$ cat src/include/synth_params.svh
/*
 * Shared sizes for the single-voice MIDI synth
 * Phase is AUDIO_W.FRAC_W fixed point, the triangle needs AUDIO_W >= 2
 * SAMPLE_W must hold the velocity-scaled triangle (about AUDIO_W + 8 bits)
 * CREDIT_MAX is the depth of the consumer buffer, all credits held after reset
 */
`ifndef SYNTH_PARAMS_SVH
`define SYNTH_PARAMS_SVH

// Integer phase index, also the triangle resolution
`define AUDIO_W 8

// Fractional phase bits
`define FRAC_W 16

// Signed output sample width
`define SAMPLE_W 16

// Consumer buffer depth in samples
`define CREDIT_MAX 4

// Clock cycles per sample tick
`define SAMPLE_DIV 16

`endif
$ cat src/AudioPkg.sv
/*
 * Phase and sample types for the audio path
 * Samples are two's complement, gate travels with each sample
 */
package AudioPkg;

	`include "synth_params.svh"

	// Integer phase, indexes the triangle
	typedef logic [`AUDIO_W-1:0] phaseIntT;

	// Fractional phase, its carry feeds the integer part
	typedef logic [`FRAC_W-1:0] phaseFracT;

	// Signed output sample
	typedef logic signed [`SAMPLE_W-1:0] sampleT;

	// Output word
	// sample is zero whenever gate is low
	typedef struct packed {
		sampleT sample;
		logic   gate;
	} audioOutT;

endpackage

$ cat src/MidiPkg.sv
/*
 * MIDI event types and the pitch step table
 * Steps assume a 48 kHz sample rate and a 256-entry phase cycle
 * Only the top octave is stored, lower notes shift it right per octave
 */
package MidiPkg;

	`include "synth_params.svh"

	// Full phase step, integer part above the fraction
	localparam int STEP_W = `AUDIO_W + `FRAC_W;
	typedef logic [STEP_W-1:0] stepT;

	// Status nibbles the parser accepts
	localparam logic [3:0] NOTE_OFF_NIBBLE = 4'h8;
	localparam logic [3:0] NOTE_ON_NIBBLE  = 4'h9;

	// Octave of the stored table, notes 120 and up
	localparam logic [3:0] TOP_OCTAVE = 4'd10;

	typedef struct packed {
		logic       isOn;
		logic [6:0] note;
		logic [6:0] velocity;
	} noteEventT;

	typedef struct packed {
		logic       gate;
		logic [6:0] note;
		logic [6:0] velocity;
	} voiceStateT;

	// C10 up to B10, f * 256 / 48000 in 8.16 fixed point
	localparam stepT TOP_OCTAVE_STEP [12] = '{
		24'h2CA698, 24'h2F4E4B, 24'h321E69, 24'h351958,
		24'h3841A5, 24'h3B9A02, 24'h3F254D, 24'h42E689,
		24'h46E0F0, 24'h4B17E5, 24'h4F8F01, 24'h544A19
	};

endpackage

$ cat src/SynthVoiceTop.sv
/*
 * Single-voice MIDI tone generator
 * MIDI bytes in, velocity-scaled triangle samples out under credits
 * Three cycles from advance to audioValid, at most CREDIT_MAX unreturned
 */
`timescale 1ns/1ns

module SynthVoiceTop (
	input  logic               iCLK,
	input  logic               iRST,
	input  logic [7:0]         midiByte,
	input  logic               midiValid,
	input  logic               creditReturn,
	output AudioPkg::audioOutT audioOut,
	output logic               audioValid
);

	import MidiPkg::*;
	import AudioPkg::*;

	voiceStateT voice;
	logic       advance;
	phaseIntT   phaseIndex;
	logic       phaseValid;
	audioOutT   shaped;
	logic       shapedValid;

	// MIDI parsing, held note and gate
	NoteEventDecoder decoder (
		.iCLK      (iCLK),
		.iRST      (iRST),
		.midiByte  (midiByte),
		.midiValid (midiValid),
		.voice     (voice)
	);

	// Phase accumulator, stepped once per issued sample
	MidiPitchIndex pitchIndex (
		.iCLK       (iCLK),
		.iRST       (iRST),
		.advance    (advance),
		.voice      (voice),
		.phaseIndex (phaseIndex),
		.phaseValid (phaseValid)
	);

	WaveShaper shaper (
		.iCLK        (iCLK),
		.iRST        (iRST),
		.phaseValid  (phaseValid),
		.phaseIndex  (phaseIndex),
		.voice       (voice),
		.shaped      (shaped),
		.shapedValid (shapedValid)
	);

	// Timer and credits close the loop back to the accumulator
	SampleCreditOut creditOut (
		.iCLK         (iCLK),
		.iRST         (iRST),
		.shaped       (shaped),
		.shapedValid  (shapedValid),
		.creditReturn (creditReturn),
		.advance      (advance),
		.audioOut     (audioOut),
		.audioValid   (audioValid)
	);

endmodule

$ cat src/SampleCreditOut.sv
/*
 * Sample-rate timer, credit flow control and output register
 * A tick without credit is dropped, the phase then stays put
 * Credits are taken at issue, so every advance owns a consumer slot
 * Consumer must never return more credits than it was sent samples
 */
`timescale 1ns/1ns

`include "synth_params.svh"

module SampleCreditOut (
	input  logic               iCLK,
	input  logic               iRST,
	input  AudioPkg::audioOutT shaped,
	input  logic               shapedValid,
	input  logic               creditReturn,
	output logic               advance,
	output AudioPkg::audioOutT audioOut,
	output logic               audioValid
);

	localparam int DIV_W = $clog2(`SAMPLE_DIV);
	localparam int CRD_W = $clog2(`CREDIT_MAX + 1);

	logic [DIV_W-1:0] divCount;
	logic [CRD_W-1:0] credits;
	logic             tick;
	logic             issue;

	// ------------------------------------------------------------------------
	// Free-running tick divider
	// ------------------------------------------------------------------------
	assign tick = divCount == DIV_W'(`SAMPLE_DIV - 1);

	always_ff @(posedge iCLK)
	begin
		if (iRST)
			divCount <= '0;
		else if (tick)
			divCount <= '0;
		else
			divCount <= divCount + 1'b1;
	end

	// ------------------------------------------------------------------------
	// Credits and advance
	// ------------------------------------------------------------------------
	assign issue = tick && (credits != '0);

	always_ff @(posedge iCLK)
	begin
		if (iRST)
		begin
			credits <= CRD_W'(`CREDIT_MAX);
			advance <= 1'b0;
		end
		else
		begin
			// Issue and return together leave the count unchanged
			case ({issue, creditReturn})
				2'b10:   credits <= credits - 1'b1;
				2'b01:   credits <= credits + 1'b1;
				default: credits <= credits;
			endcase
			advance <= issue;
		end
	end

	// ------------------------------------------------------------------------
	// Output register
	// ------------------------------------------------------------------------
	always_ff @(posedge iCLK)
	begin
		if (shapedValid)
			audioOut <= shaped;
	end

	always_ff @(posedge iCLK)
	begin
		if (iRST)
			audioValid <= 1'b0;
		else
			audioValid <= shapedValid;
	end

	assert property (@(posedge iCLK) disable iff (iRST) credits <= CRD_W'(`CREDIT_MAX));

	// Consumer cannot free a slot that was never filled
	assert property (@(posedge iCLK) disable iff (iRST)
		creditReturn |-> credits != CRD_W'(`CREDIT_MAX));

endmodule

$ cat src/WaveShaper.sv
/*
 * Triangle from the phase index, scaled by note velocity
 * Triangle is centred on zero before scaling, range -128..127 times 0..127
 * Voice is sampled one cycle after the phase advance
 */
`timescale 1ns/1ns

`include "synth_params.svh"

module WaveShaper (
	input  logic                iCLK,
	input  logic                iRST,
	input  logic                phaseValid,
	input  AudioPkg::phaseIntT  phaseIndex,
	input  MidiPkg::voiceStateT voice,
	output AudioPkg::audioOutT  shaped,
	output logic                shapedValid
);

	import AudioPkg::*;

	phaseIntT                   doubled;
	phaseIntT                   triangle;
	logic signed [`AUDIO_W:0]   centred;
	sampleT                     product;

	// ------------------------------------------------------------------------
	// Triangle shape
	// ------------------------------------------------------------------------
	// Rising half doubles the low bits, falling half mirrors it
	assign doubled  = {phaseIndex[`AUDIO_W-2:0], 1'b0};
	assign triangle = phaseIndex[`AUDIO_W-1] ? ({`AUDIO_W{1'b1}} - doubled) : doubled;

	// Shift to a zero-centred signed value
	assign centred = $signed({1'b0, triangle}) - $signed((`AUDIO_W+1)'(1 << (`AUDIO_W-1)));

	// Velocity is unsigned, widened with a zero sign bit
	assign product = `SAMPLE_W'(centred) * `SAMPLE_W'($signed({1'b0, voice.velocity}));

	// ------------------------------------------------------------------------
	// Sample register
	// ------------------------------------------------------------------------
	always_ff @(posedge iCLK)
	begin
		if (phaseValid)
		begin
			// Released voice outputs silence
			shaped.sample <= voice.gate ? product : '0;
			shaped.gate   <= voice.gate;
		end
	end

	always_ff @(posedge iCLK)
	begin
		if (iRST)
			shapedValid <= 1'b0;
		else
			shapedValid <= phaseValid;
	end

endmodule

$ cat src/MidiPitchIndex.sv
/*
 * Phase accumulator driven by the current note
 * Step is the top-octave entry shifted right by the octave distance
 * Fraction carry lands in the integer sum of the same advance
 * Phase runs on with gate low, a retrigger continues from it
 */
`timescale 1ns/1ns

`include "synth_params.svh"

module MidiPitchIndex (
	input  logic                iCLK,
	input  logic                iRST,
	input  logic                advance,
	input  MidiPkg::voiceStateT voice,
	output AudioPkg::phaseIntT  phaseIndex,
	output logic                phaseValid
);

	import MidiPkg::*;
	import AudioPkg::*;

	logic [3:0]       octave;
	logic [3:0]       semitone;
	stepT             step;
	phaseIntT         stepInt;
	phaseFracT        stepFrac;
	phaseFracT        phaseFrac;
	logic [`FRAC_W:0] fracSum;

	// ------------------------------------------------------------------------
	// Step lookup
	// ------------------------------------------------------------------------
	// Note 127 gives octave 10, so the shift never goes negative
	assign octave   = 4'(voice.note / 7'd12);
	assign semitone = 4'(voice.note % 7'd12);
	assign step     = TOP_OCTAVE_STEP[semitone] >> (TOP_OCTAVE - octave);

	assign stepInt  = step[STEP_W-1:`FRAC_W];
	assign stepFrac = step[`FRAC_W-1:0];

	// Top bit is the carry into the integer phase
	assign fracSum = {1'b0, phaseFrac} + {1'b0, stepFrac};

	// ------------------------------------------------------------------------
	// Accumulator
	// ------------------------------------------------------------------------
	always_ff @(posedge iCLK)
	begin
		if (iRST)
		begin
			phaseIndex <= '0;
			phaseFrac  <= '0;
		end
		else if (advance)
		begin
			phaseIndex <= phaseIndex + stepInt + phaseIntT'(fracSum[`FRAC_W]);
			phaseFrac  <= fracSum[`FRAC_W-1:0];
		end
	end

	// New index visible the cycle after advance
	always_ff @(posedge iCLK)
	begin
		if (iRST)
			phaseValid <= 1'b0;
		else
			phaseValid <= advance;
	end

endmodule

$ cat src/NoteEventDecoder.sv
/*
 * MIDI byte parser for note-on and note-off on any channel
 * Running status kept, real-time bytes pass without effect
 * Other messages are skipped up to the next status byte
 * Single voice where the last note-on wins and only a matching note-off releases it
 */
`timescale 1ns/1ns

module NoteEventDecoder (
	input  logic                iCLK,
	input  logic                iRST,
	input  logic [7:0]          midiByte,
	input  logic                midiValid,
	output MidiPkg::voiceStateT voice
);

	import MidiPkg::*;

	// Running status, cleared by any non-note status
	logic       haveStatus;
	logic       statusIsOn;
	// 0 none, 1 note byte held, 2 message complete
	logic [1:0] byteCount;
	logic [6:0] firstData;

	logic       isRealTime;
	logic       isStatus;
	logic       isNoteStatus;
	logic       dataAccepted;
	logic       eventDone;
	noteEventT  noteEvent;

	// ------------------------------------------------------------------------
	// Byte classification
	// ------------------------------------------------------------------------
	// F8 to FF may arrive anywhere, even inside a message
	assign isRealTime   = midiValid && (midiByte[7:3] == 5'b11111);
	assign isStatus     = midiValid && midiByte[7] && !isRealTime;
	assign isNoteStatus = (midiByte[7:4] == NOTE_ON_NIBBLE) ||
		(midiByte[7:4] == NOTE_OFF_NIBBLE);
	assign dataAccepted = midiValid && !midiByte[7] && haveStatus;
	assign eventDone    = dataAccepted && (byteCount == 2'd1);

	// Velocity zero on a note-on means release
	assign noteEvent.isOn     = statusIsOn && (midiByte[6:0] != 7'd0);
	assign noteEvent.note     = firstData;
	assign noteEvent.velocity = midiByte[6:0];

	// ------------------------------------------------------------------------
	// Parser state
	// ------------------------------------------------------------------------
	always_ff @(posedge iCLK)
	begin
		if (iRST)
		begin
			haveStatus <= 1'b0;
			statusIsOn <= 1'b0;
			byteCount  <= 2'd0;
		end
		else if (isStatus)
		begin
			// Non-note status drops running status, data then skipped
			haveStatus <= isNoteStatus;
			statusIsOn <= midiByte[7:4] == NOTE_ON_NIBBLE;
			byteCount  <= 2'd0;
		end
		else if (dataAccepted)
		begin
			// After a complete message the next byte starts a new one
			byteCount <= (byteCount == 2'd1) ? 2'd2 : 2'd1;
		end
	end

	// Note number of the message in progress
	always_ff @(posedge iCLK)
	begin
		if (dataAccepted && (byteCount != 2'd1))
			firstData <= midiByte[6:0];
	end

	// ------------------------------------------------------------------------
	// Voice update, one cycle after the completing byte
	// ------------------------------------------------------------------------
	always_ff @(posedge iCLK)
	begin
		if (iRST)
			voice <= '0;
		else if (eventDone)
		begin
			if (noteEvent.isOn)
			begin
				voice.gate     <= 1'b1;
				voice.note     <= noteEvent.note;
				voice.velocity <= noteEvent.velocity;
			end
			else if (noteEvent.note == voice.note)
				voice.gate <= 1'b0;
		end
	end

	// Counter stays in its three legal states
	assert property (@(posedge iCLK) disable iff (iRST) byteCount <= 2'd2);

endmodule

$ cat config.mk
export PLATFORM = sky130hd
export DESIGN_NAME = SynthVoiceTop
export DESIGN_NICKNAME = d
export VERILOG_FILES = /design/src/AudioPkg.sv /design/src/MidiPkg.sv /design/src/SynthVoiceTop.sv /design/src/SampleCreditOut.sv /design/src/WaveShaper.sv /design/src/MidiPitchIndex.sv /design/src/NoteEventDecoder.sv
export VERILOG_INCLUDE_DIRS = /design/src /design/src/include
export SDC_FILE = /design/constraint.sdc
export NUM_CORES = 1
export LEC_CHECK = 0
export ABC_AREA = 1
export BUFFER_PORTS_ARGS = -buffer_cell sky130_fd_sc_hd__clkbuf_2
export CAP_MARGIN = 20
export CORE_UTILIZATION = 65
export DETAILED_ROUTE_END_ITERATION = 7
export HOLD_SLACK_MARGIN = 0.12
export PLACE_DENSITY = 0.83
export RECOVER_POWER = 25
export SLEW_MARGIN = 20
export SYNTH_ARGS = -nofsm -noshare
export SYNTH_HDL_FRONTEND = slang
export SYNTH_SLANG_ARGS = --single-unit
export TNS_END_PERCENT = 20
$ cat constraint.sdc
create_clock -name iCLK -period 9.6 [get_ports iCLK]
set_input_delay 1.44 -clock iCLK [delete_from_list [all_inputs] [get_ports iCLK]]
set_output_delay 1.44 -clock iCLK [all_outputs]
set_load 0.05 [all_outputs]
==> run summary, run 1 <==
post-DP HPWL = 13010 um
gpl congestion = 0.9232
vias in the first global route = 6138
Syn Area/Cell = 7.593 um^2
share of cells above drive strength 1 = 7.734%
Worst Tran Pin Value = 0.9430 ns
Row Count = 40
synth unique cells = 42
Hold WC Path Type = reg -> reg
total global routing overflow = 0
Static Leak = 4.205 nW
Synth Register Bits = 95
final slew viol count = 0
final net count = 1221
total CTS buffers = 9
final period utilization = 67.36%
Worst EP arrival = 6.72 ns
Worst VDD drop = 0.1282 mV
# resized after CTS = 0
M2 GR Usage = 40.52%
# setup viols final = 0
DRC viols = 0
status = completed
largest net degree at the start of global routing = 30
Die Height = 114.8 um
clk root buf = clkbuf_16
clk sink count = 95
Clock Latency Late Sink = 0.36 ns
CP peak stage delay = 0.81 ns
clock-pin slew on the worst setup and hold paths = 0.07 ns
cts-stage hold buffer count = 0
Slowest-stage cell, CP = ha_1
Startpoint Class = register
setup_tns = 0 ns
syn_nets = 1217
Clock H-tree levels = 3
Slew HR = 36.95%
Main synth FF type = dfxtp_1
first-pass GRT wire length = 28500 um
routed vias = 7068
EDFF count, synth = 41
die width = 114.8 um
routed wire length = 17110 um
element type at the critical path end = register
synth top area cells = edfxtp_1 (15%), dfxtp_1 (13%), fa_1 (12%), ha_1 (9.8%), nand3_1 (8.6%)
fmax = 0.1546 GHz
average wire per standard cell = 13.50 um
global-route usage over all layers = 27.38%
Post CTS Setup Buffer Count = 0
Die ar. = 13190 um^2
sequential area share after synthesis = 27.94%
Final Hold Fails = 0
Max-Cap Viols = 0
area delta synth->final = 5.412%
DR pass1 iterations = 5
Clock Skews = 0.007426 ns
cell taking the most area after synthesis = edfxtp_1
worst-path fanout max = 23
I/O pin count = 30
worst endpoint required time = 9.85 ns
IO buf count = 29
reg2reg setup slack = 3.13 ns
RSZ-0062 raised after global routing = false
Synth async-reset ratio = 0%
critical path type = reg -> reg
cell count after synthesis = 1090
via-per-instance ratio = 5.579
Hold WS = 0.4193 ns
P per Cell Area = 89.84 nW/um^2
remaining antenna violation count = 0
Synth Cell Area = 8277 um^2
Synth Warn # = 0
CTS tree = yes
CP dominant cell by count = nand2_1
met3 usage = 3.901%
Initial Util = 67.78%
core area = 12210 um^2
buffer levels on the longest clock path = 2
layer with the highest usage = met1
initial antenna violation count = 0
# diodes = 0
post-synth top area share = 14.88%
Tmin final = 6.467 ns
global-route met1 utilization = 41.85%
initial drt markers = 617
-- power by group --
group | internal, W | switching [W]
combinational | 0.00000569 | 0.0000110
sequential | 0.000421 | 0.00000195
clock | 0.000180 | 0.000165
total | 0.000606 | 0.000177
-- routing by layer --
metal / share of wire (%) / vias up
met5: 0 / -
met1: 49 / 3278
met4: 1.3 / 0
met2: 44 / 213
li1: - / 3561
met3: 6.1 / 16
-- stage by stage --
step	instance area [um^2]	setup slack [ns]	cells	util (%)	power, W
6_report	8725	3.133	1267	71.44	0.0007838
5_1_grt	8725	2.535	1267	71.44	0.0008086
4_1_cts	8725	3.187	1267	71.44	0.0007882
3_5_place_dp	8443	3.226	1251	69.14	0.0004480
3_3_place_gp	8443	3.431	1251	69.14	0.0004471
2_1_floorplan	8277	4.539	1090	-	0.0004409
-- worst max-delay path, delay by kind of cell, from the launching register on --
family / cells / cell delay [ns]
adders and majority gates: 5 / 2.01
and+or+nand+nor: 18 / 1.98
buffers and inverters: 5 / 0.79
DFF: 1 / 0.47
xor gates and xnor gates: 1 / 0.14
AOI/OAI and AO/OA: 6 / 0.94
-- synthesized netlist by cell type (3+ instances only) --
cell type	n
a21boi_0	4
a21o_1	3
a21oi_1	74
buf_2	12
clkbuf_1	19
dfxtp_1	54
edfxtp_1	41
fa_1	50
ha_1	65
inv_1	170
inv_2	7
nand2_1	182
nand2_2	11
nand2_4	4
nand3_1	143
nand3_2	10
nand3b_1	4
nor2_1	100
nor3_1	7
o211ai_1	7
o21ai_0	60
o21ai_1	3
o21bai_1	4
o221ai_1	3
xnor2_1	14
xor2_1	16
-- kinds of logic after synthesis --
family | Yosys count | synth area share [%]
flip-flops | 95 | 27.94
buffers and inverters | 215 | 10.49
adder cells (fa/ha/maj) | 115 | 21.92
XOR/XNOR | 30 | 3.175
AND/OR/NAND/NOR | 469 | 25.49
AO/OA/AOI/OAI | 166 | 10.99
-- area by class of cell --
cell class | count | area [um^2]
multi-input cells | 780 | 5096
fillers | 1004 | 3487
flip-flops and latches | 95 | 2312
inverters | 177 | 664.4
clock buffers | 10 | 229.0
well taps | 168 | 210.2
repair buffers | 31 | 160.2
clock inverters | 6 | 52.55
-- registers in the layout (all words and copies together), names as in the netlist, 2 cells and up --
name,flops
creditOut.audioOut,17
shaper.shaped,17
pitchIndex.phaseFrac,16
decoder.voice,15
pitchIndex.phaseIndex,8
decoder.firstData,7
creditOut.divCount,4
creditOut.credits,3
decoder.byteCount,2
-- path summary, 6_finish.rpt --
kind | start | endpoint | depth (start not counted)
hold reg to reg | shaper.shaped[12]$_SDFFCE_PN0P_ | creditOut.audioOut[12]$_DFFE_PP_ | 0
setup reg to reg | decoder.voice[12]$_SDFFE_PP0P_ | pitchIndex.phaseIndex[6]$_SDFFE_PP0P_ | 35
hold / removal | shaper.shaped[12]$_SDFFCE_PN0P_ | creditOut.audioOut[12]$_DFFE_PP_ | 0
setup / recovery | decoder.voice[12]$_SDFFE_PP0P_ | pitchIndex.phaseIndex[6]$_SDFFE_PP0P_ | 35
-- cell usage in the layout (no fill, tap or decap), drive strengths merged, types with 3 or more instances in the layout --
cell and instances:
inv 180, nand3 153, dfxtp 54, clkbuf 39
clkinv 3, o211ai 7, nand2 197, nand4 3
o21bai 4, fa 50, nand3b 4, nor3 7
a21boi 4, nor2 102, ha 65, a21oi 74
xor2 16, xnor2 14, o21ai 65, a21o 3
o221ai 3, edfxtp 41
Note: power is estimated with default switching activity, not from simulation.
==> run 2, diff against run 1 <==
- CORE_UTILIZATION: 65 -> 58
- PLACE_DENSITY: 0.83 -> 0.78
- clock period: 9.6 -> 5.3 ns (I/O delays scaled with it)
==> run summary, run 2 (same netlist as run 1, synthesis figures left out) <==
worst r2r path cells = 37
largest net degree at the start of global routing = 30
Row Count = 43
Tot Pwr = 0.001464 W
pre-CTS setup slack = -0.05593 ns
clk root buf = clkbuf_16
gpl congestion = 0.9489
total CTS buffers = 9
# diodes = 0
reg2reg setup slack = 0.26 ns
R2R Path Start = decoder.voice[12]$_SDFFE_PP0P_
vias in the first global route = 6658
setup ws final = 0.2556 ns
Max-Cap Viols = 0
Worst VDD drop = 0.1833 mV
initial antenna violation count = 0
clock-pin slew on the worst setup and hold paths = 0.08 ns
area delta synth->final = 11.96%
first-pass GRT wire length = 30580 um
final period utilization = 95.18%
Worst Tran Pin Value = 1.185 ns
fmax = 0.1982 GHz
CP peak stage delay = 0.43 ns
status = completed
Initial Util = 59.63%
global-route usage over all layers = 26.20%
top flop regs = creditOut.audioOut x17, shaper.shaped x17, pitchIndex.phaseFrac x16
Tmin final = 5.044 ns
reg2reg end = pitchIndex.phaseIndex[6]$_SDFFE_PP0P_
routed wire length = 18710 um
Final Instance Area = 9266 um^2
average wire per standard cell = 14.27 um
Hold WC Path Type = reg -> reg
Static Leak = 4.381 nW
DRC viols = 0
remaining antenna violation count = 0
total global routing overflow = 0
critical path type = reg -> reg
setup_tns = 0 ns
crit path from = decoder.voice[12]$_SDFFE_PP0P_
Clock H-tree levels = 3
Startpoint Class = register
initial drt markers = 716
post-DP HPWL = 13780 um
CTS tree = yes
P per Cell Area = 158.0 nW/um^2
via-per-instance ratio = 5.597
critical path capture point = pitchIndex.phaseIndex[6]$_SDFFE_PP0P_
commonest non-fill, non-tap cell in the layout = nand2_1
placed cell area = 8691 um^2
Die Height = 121.5 um
Die ar. = 14750 um^2
DR pass1 iterations = 6
clk sink count = 95
worst endpoint required time = 5.56 ns
Clock Latency Late Sink = 0.36 ns
buffer levels on the longest clock path = 2
Slowest-stage cell, CP = fa_2
worst-path fanout max = 7
core area = 13880 um^2
IO buf count = 29
Filler Cells Inserted = 1155
element type at the critical path end = register
Final Hold Fails = 0
Final Util = 66.76%
Clock Skews = 0.01310 ns
RSZ-0062 raised after global routing = true
final slew viol count = 0
Slew HR = 20.97%
# setup viols final = 0
Worst EP arrival = 5.31 ns
final net count = 1253
share of cells above drive strength 1 = 12.47%
commonest non-fill, non-tap cells in the layout = nand2_1 (177), inv_1 (167), nand3_1 (137), nor2_1 (99), a21oi_1 (73)
routed vias = 7338
die width = 121.5 um
I/O pin count = 30
CP dominant cell by count = nand2_1
-- run 2: how the worst min path moves through the flow --
stage                              startpoint  depth (start not counted)                              end  slack [ns]
2_1_floorplan      shaper.shaped[0]$_DFFE_PP_                          0  creditOut.audioOut[0]$_DFFE_PP_        0.40
6_report       shaper.shaped[8]$_SDFFCE_PN0P_                          0  creditOut.audioOut[8]$_DFFE_PP_        0.42
4_1_cts        shaper.shaped[4]$_SDFFCE_PN0P_                          0  creditOut.audioOut[4]$_DFFE_PP_        0.42
3_5_place_dp   shaper.shaped[9]$_SDFFCE_PN0P_                          0  creditOut.audioOut[9]$_DFFE_PP_        0.41
5_1_grt        shaper.shaped[4]$_SDFFCE_PN0P_                          0  creditOut.audioOut[4]$_DFFE_PP_        0.44
3_3_place_gp   shaper.shaped[9]$_SDFFCE_PN0P_                          0  creditOut.audioOut[9]$_DFFE_PP_        0.40
-- run 2: layer usage --
layer	vias to the layer above	wire length, um	track usage [%]
met1	3422	8420	37.23
met3	34	1181	4.699
met2	271	8785	40.55
li1	3611	-	-
met4	0	327	7.793
met5	-	0	0
-- run 2: repair_timing --
action                     in CTS  in global routing
setup buffers                   0                  4
resized for setup               2                 59
hold endpoints to repair        0                  0
pin swaps                       0                 14
setup endpoints to repair       1                  8
gates cloned                    0                  2
hold buffers                    0                  0
-- run 2: report_power, final --
part           total [W]  switching, W  internal [W]
clock network   0.000671      0.000333      0.000338
registers       0.000764    0.00000366      0.000760
logic          0.0000289     0.0000195    0.00000941
-- run 2: cell type report --
class	count	area [um^2]	area share (%)
Clock buffer	9	225.2	2.430
Clock inverter	7	91.34	0.9857
Inverter	177	673.1	7.264
Multi-Input combinational cell	781	5263	56.79
Sequential cell	95	2325	25.09
Tap cell	180	225.2	2.430
Timing Repair Buffer	62	464.2	5.009
-- run 2: through the flow --
stage,instances,hold WS (ns)
after floorplan,1090,0.4003
after detailed placement,1289,0.4057
after CTS,1305,0.4234
after global placement,1289,0.4021
final,1311,0.4237
after global routing,1311,0.4354
-- run 2: worst max-delay path: cells and delay by family, from the launching register on --
family          cells  cell delay, ns
simple gates       22            2.19
buf+inv             4            0.32
compound gates      6            0.71
flops               1            0.38
xor+xnor            1            0.14
fa+ha+maj           4            1.20
==> run 3, diff against run 2 <==
- SYNTH_HIERARCHICAL: default -> 1
==> run summary, run 3 <==
Clock H-tree levels = 3
Row Count = 44
largest net degree at the start of global routing = 35
global-route met1 utilization = 35.20%
Clock Skews = 0.008684 ns
top-count cell post-synth = nand2_1
share of cells above drive strength 1 = 14.23%
P per Cell Area = 145.7 nW/um^2
total CTS buffers = 9
Slew HR = 48.28%
sequential area share after synthesis = 26.08%
Worst Tran Pin Value = 0.7759 ns
R2R Path Start = decoder/voice[12]$_SDFFE_PP0P_
Die ar. = 15780 um^2
IO buf count = 29
# diodes = 0
die width = 125.6 um
Syn Area/Cell = 7.185 um^2
post-synth top area share = 13.89%
Synth Warn # = 6
element type at the critical path end = register
routed vias = 7968
Final Instance Area = 10000 um^2
placed cell area = 9360 um^2
commonest non-fill, non-tap cell in the layout = nand2_1
core area = 14700 um^2
Worst VDD drop = 0.2032 mV
critical path type = reg -> reg
M2 GR Usage = 41.96%
commonest cells in the netlist = nand2_1 (268), inv_1 (207), nand3_1 (147)
Cells after DPL = 1449
final net count = 1415
worst endpoint required time = 5.60 ns
EDFF count, synth = 41
Final Hold Fails = 0
via-per-instance ratio = 5.395
clk root buf = clkbuf_16
total global routing overflow = 0
buffer levels on the longest clock path = 2
failing checks = design-rule violations
Synth Register Bits = 95
synth top area cells = edfxtp_1 (14%), dfxtp_1 (12%), nand2_1 (11%), fa_1 (11%), ha_1 (9.2%)
routed wire length = 19800 um
CP dominant cell by count = nand3_1
final slew viol count = 0
Tmin final = 5.234 ns
# setup viols final = 0
Worst EP arrival = 5.53 ns
cell count after synthesis = 1234
RSZ-0062 raised after global routing = true
Die Height = 125.6 um
Finished Layout Cells = 1477
initial antenna violation count = 0
Slowest-stage cell, CP = fa_2
status = finished, violations left
final period utilization = 98.76%
CP peak stage delay = 0.42 ns
CTS tree = yes
Static Leak = 4.904 nW
Synth Cell Area = 8866 um^2
DRC viols = 5
first-pass GRT wire length = 32740 um
clock-pin slew on the worst setup and hold paths = 0.07 ns
met3 usage = 3.696%
DR pass1 iterations = 7
Hold WC Path Type = reg -> reg
hold_sp = shaper/shaped[7]$_SDFFCE_PN0P_
Max-Cap Viols = 0
average wire per standard cell = 13.40 um
global-route usage over all layers = 25.51%
Synth async-reset ratio = 0%
worst-path fanout max = 10
remaining antenna violation count = 0
vias in the first global route = 7226
crit path from = decoder/voice[12]$_SDFFE_PP0P_
initial drt markers = 666
post-DP HPWL = 15160 um
commonest non-fill, non-tap cells in the layout = nand2_1 (254), inv_1 (204), nor2_1 (146), nand3_1 (142), ha_1 (62)
Initial Util = 60.32%
top flop regs = creditOut/audioOut x17, shaper/shaped x17, pitchIndex/phaseFrac x16
layer with the highest usage = met2
Main synth FF type = dfxtp_1
setup_tns = 0 ns
Filler Cells Inserted = 1241
syn_nets = 1361
Clock Latency Late Sink = 0.36 ns
clk sink count = 95
fmax = 0.1910 GHz
cell taking the most area after synthesis = edfxtp_1
Hold WS = 0.4200 ns
synth unique cells = 46
Startpoint Class = register
I/O pin count = 30
area delta synth->final = 12.84%
gpl congestion = 0.9389
## run 3: cell types whose count changed in the layout (fill, tap and decap cells not counted), sizes merged, moves of 11 or more
cell / change
a21oi: -25
inv: +37
nand3: +11
buf: +12
nand2: +95
o21ai: -14
nor2: +47
## run 3: power by group
| group | total [W] | internal, W | switching [W] |
|---|---|---|---|
| clock | 0.000661 | 0.000339 | 0.000322 |
| combinational | 0.0000328 | 0.0000105 | 0.0000222 |
| sequential | 0.000764 | 0.000760 | 0.00000401 |
| total | 0.00146 | 0.00111 | 0.000348 |
## run 3: worst max-delay path: cells and delay by family, from the launching register on
family,cells,cell delay [ns]
AND/OR/NAND/NOR,18,1.79
AO/OA/AOI/OAI,9,1.39
adder cells (fa/ha/maj),3,1.06
buffers and inverters,4,0.55
flip-flops,1,0.38
## run 3: path summary, 6_finish.rpt
check | endpoint | slack, ns | cells after the start
worst max-delay path | pitchIndex/phaseIndex[6]$_SDFFE_PP0P_ | 0.07 | 34
worst max register to register | pitchIndex/phaseIndex[6]$_SDFFE_PP0P_ | 0.07 | 34
worst min register to register | creditOut/audioOut[7]$_DFFE_PP_ | 0.42 | 0
worst min-delay path | creditOut/audioOut[7]$_DFFE_PP_ | 0.42 | 0
## run 3: cell families after synthesis
family / after synthesis / share of synthesized area (%)
AND/OR/NAND/NOR: 632 / 32.26
buffers and inverters: 243 / 10.88
flip-flops: 95 / 26.08
AO/OA/AOI/OAI: 127 / 8.143
XOR/XNOR: 22 / 2.173
adder cells (fa/ha/maj): 115 / 20.46
## run 3: final cells by class
class                           count  area (um^2)  share of cell area (%)
Inverter                          212        804.5                   8.042
Sequential cell                    95         2323                   23.22
Multi-Input combinational cell    896         5796                   57.93
Timing Repair Buffer               74        541.8                   5.415
Clock buffer                        9        225.2                   2.251
Tap cell                          184        230.2                   2.301
Clock inverter                      7        83.83                  0.8379
## run 3: stage by stage
step	util, %	power [W]	setup slack (ns)
4_1_cts	65.82	0.001474	0.003222
6_report	68.06	0.001458	0.06569
2_1_floorplan	-	0.0008018	0.01982
3_5_place_dp	63.68	0.0008163	-0.09953
3_3_place_gp	63.68	0.0008145	0.04863
5_1_grt	68.06	0.001508	-0.2931
## run 3: layer usage
layer  wire length [um]  part of all wire, %  up-vias
met5                  0                    0        -
met4                299                  1.5        0
met3               1114                  5.6       32
met2               9264                   47      246
met1               9119                   46     3642
li1                   -                    -     4048
## run 3: what timing repair did
action                                  in CTS  in global routing
hold endpoints to repair                     0                  0
endpoints found under the setup margin       1                  6
gates cloned                                 0                  2
pin swaps                                    1                 25
setup buffers                                0                 10
hold buffers                                 0                  0
gates resized for setup                      4                 65
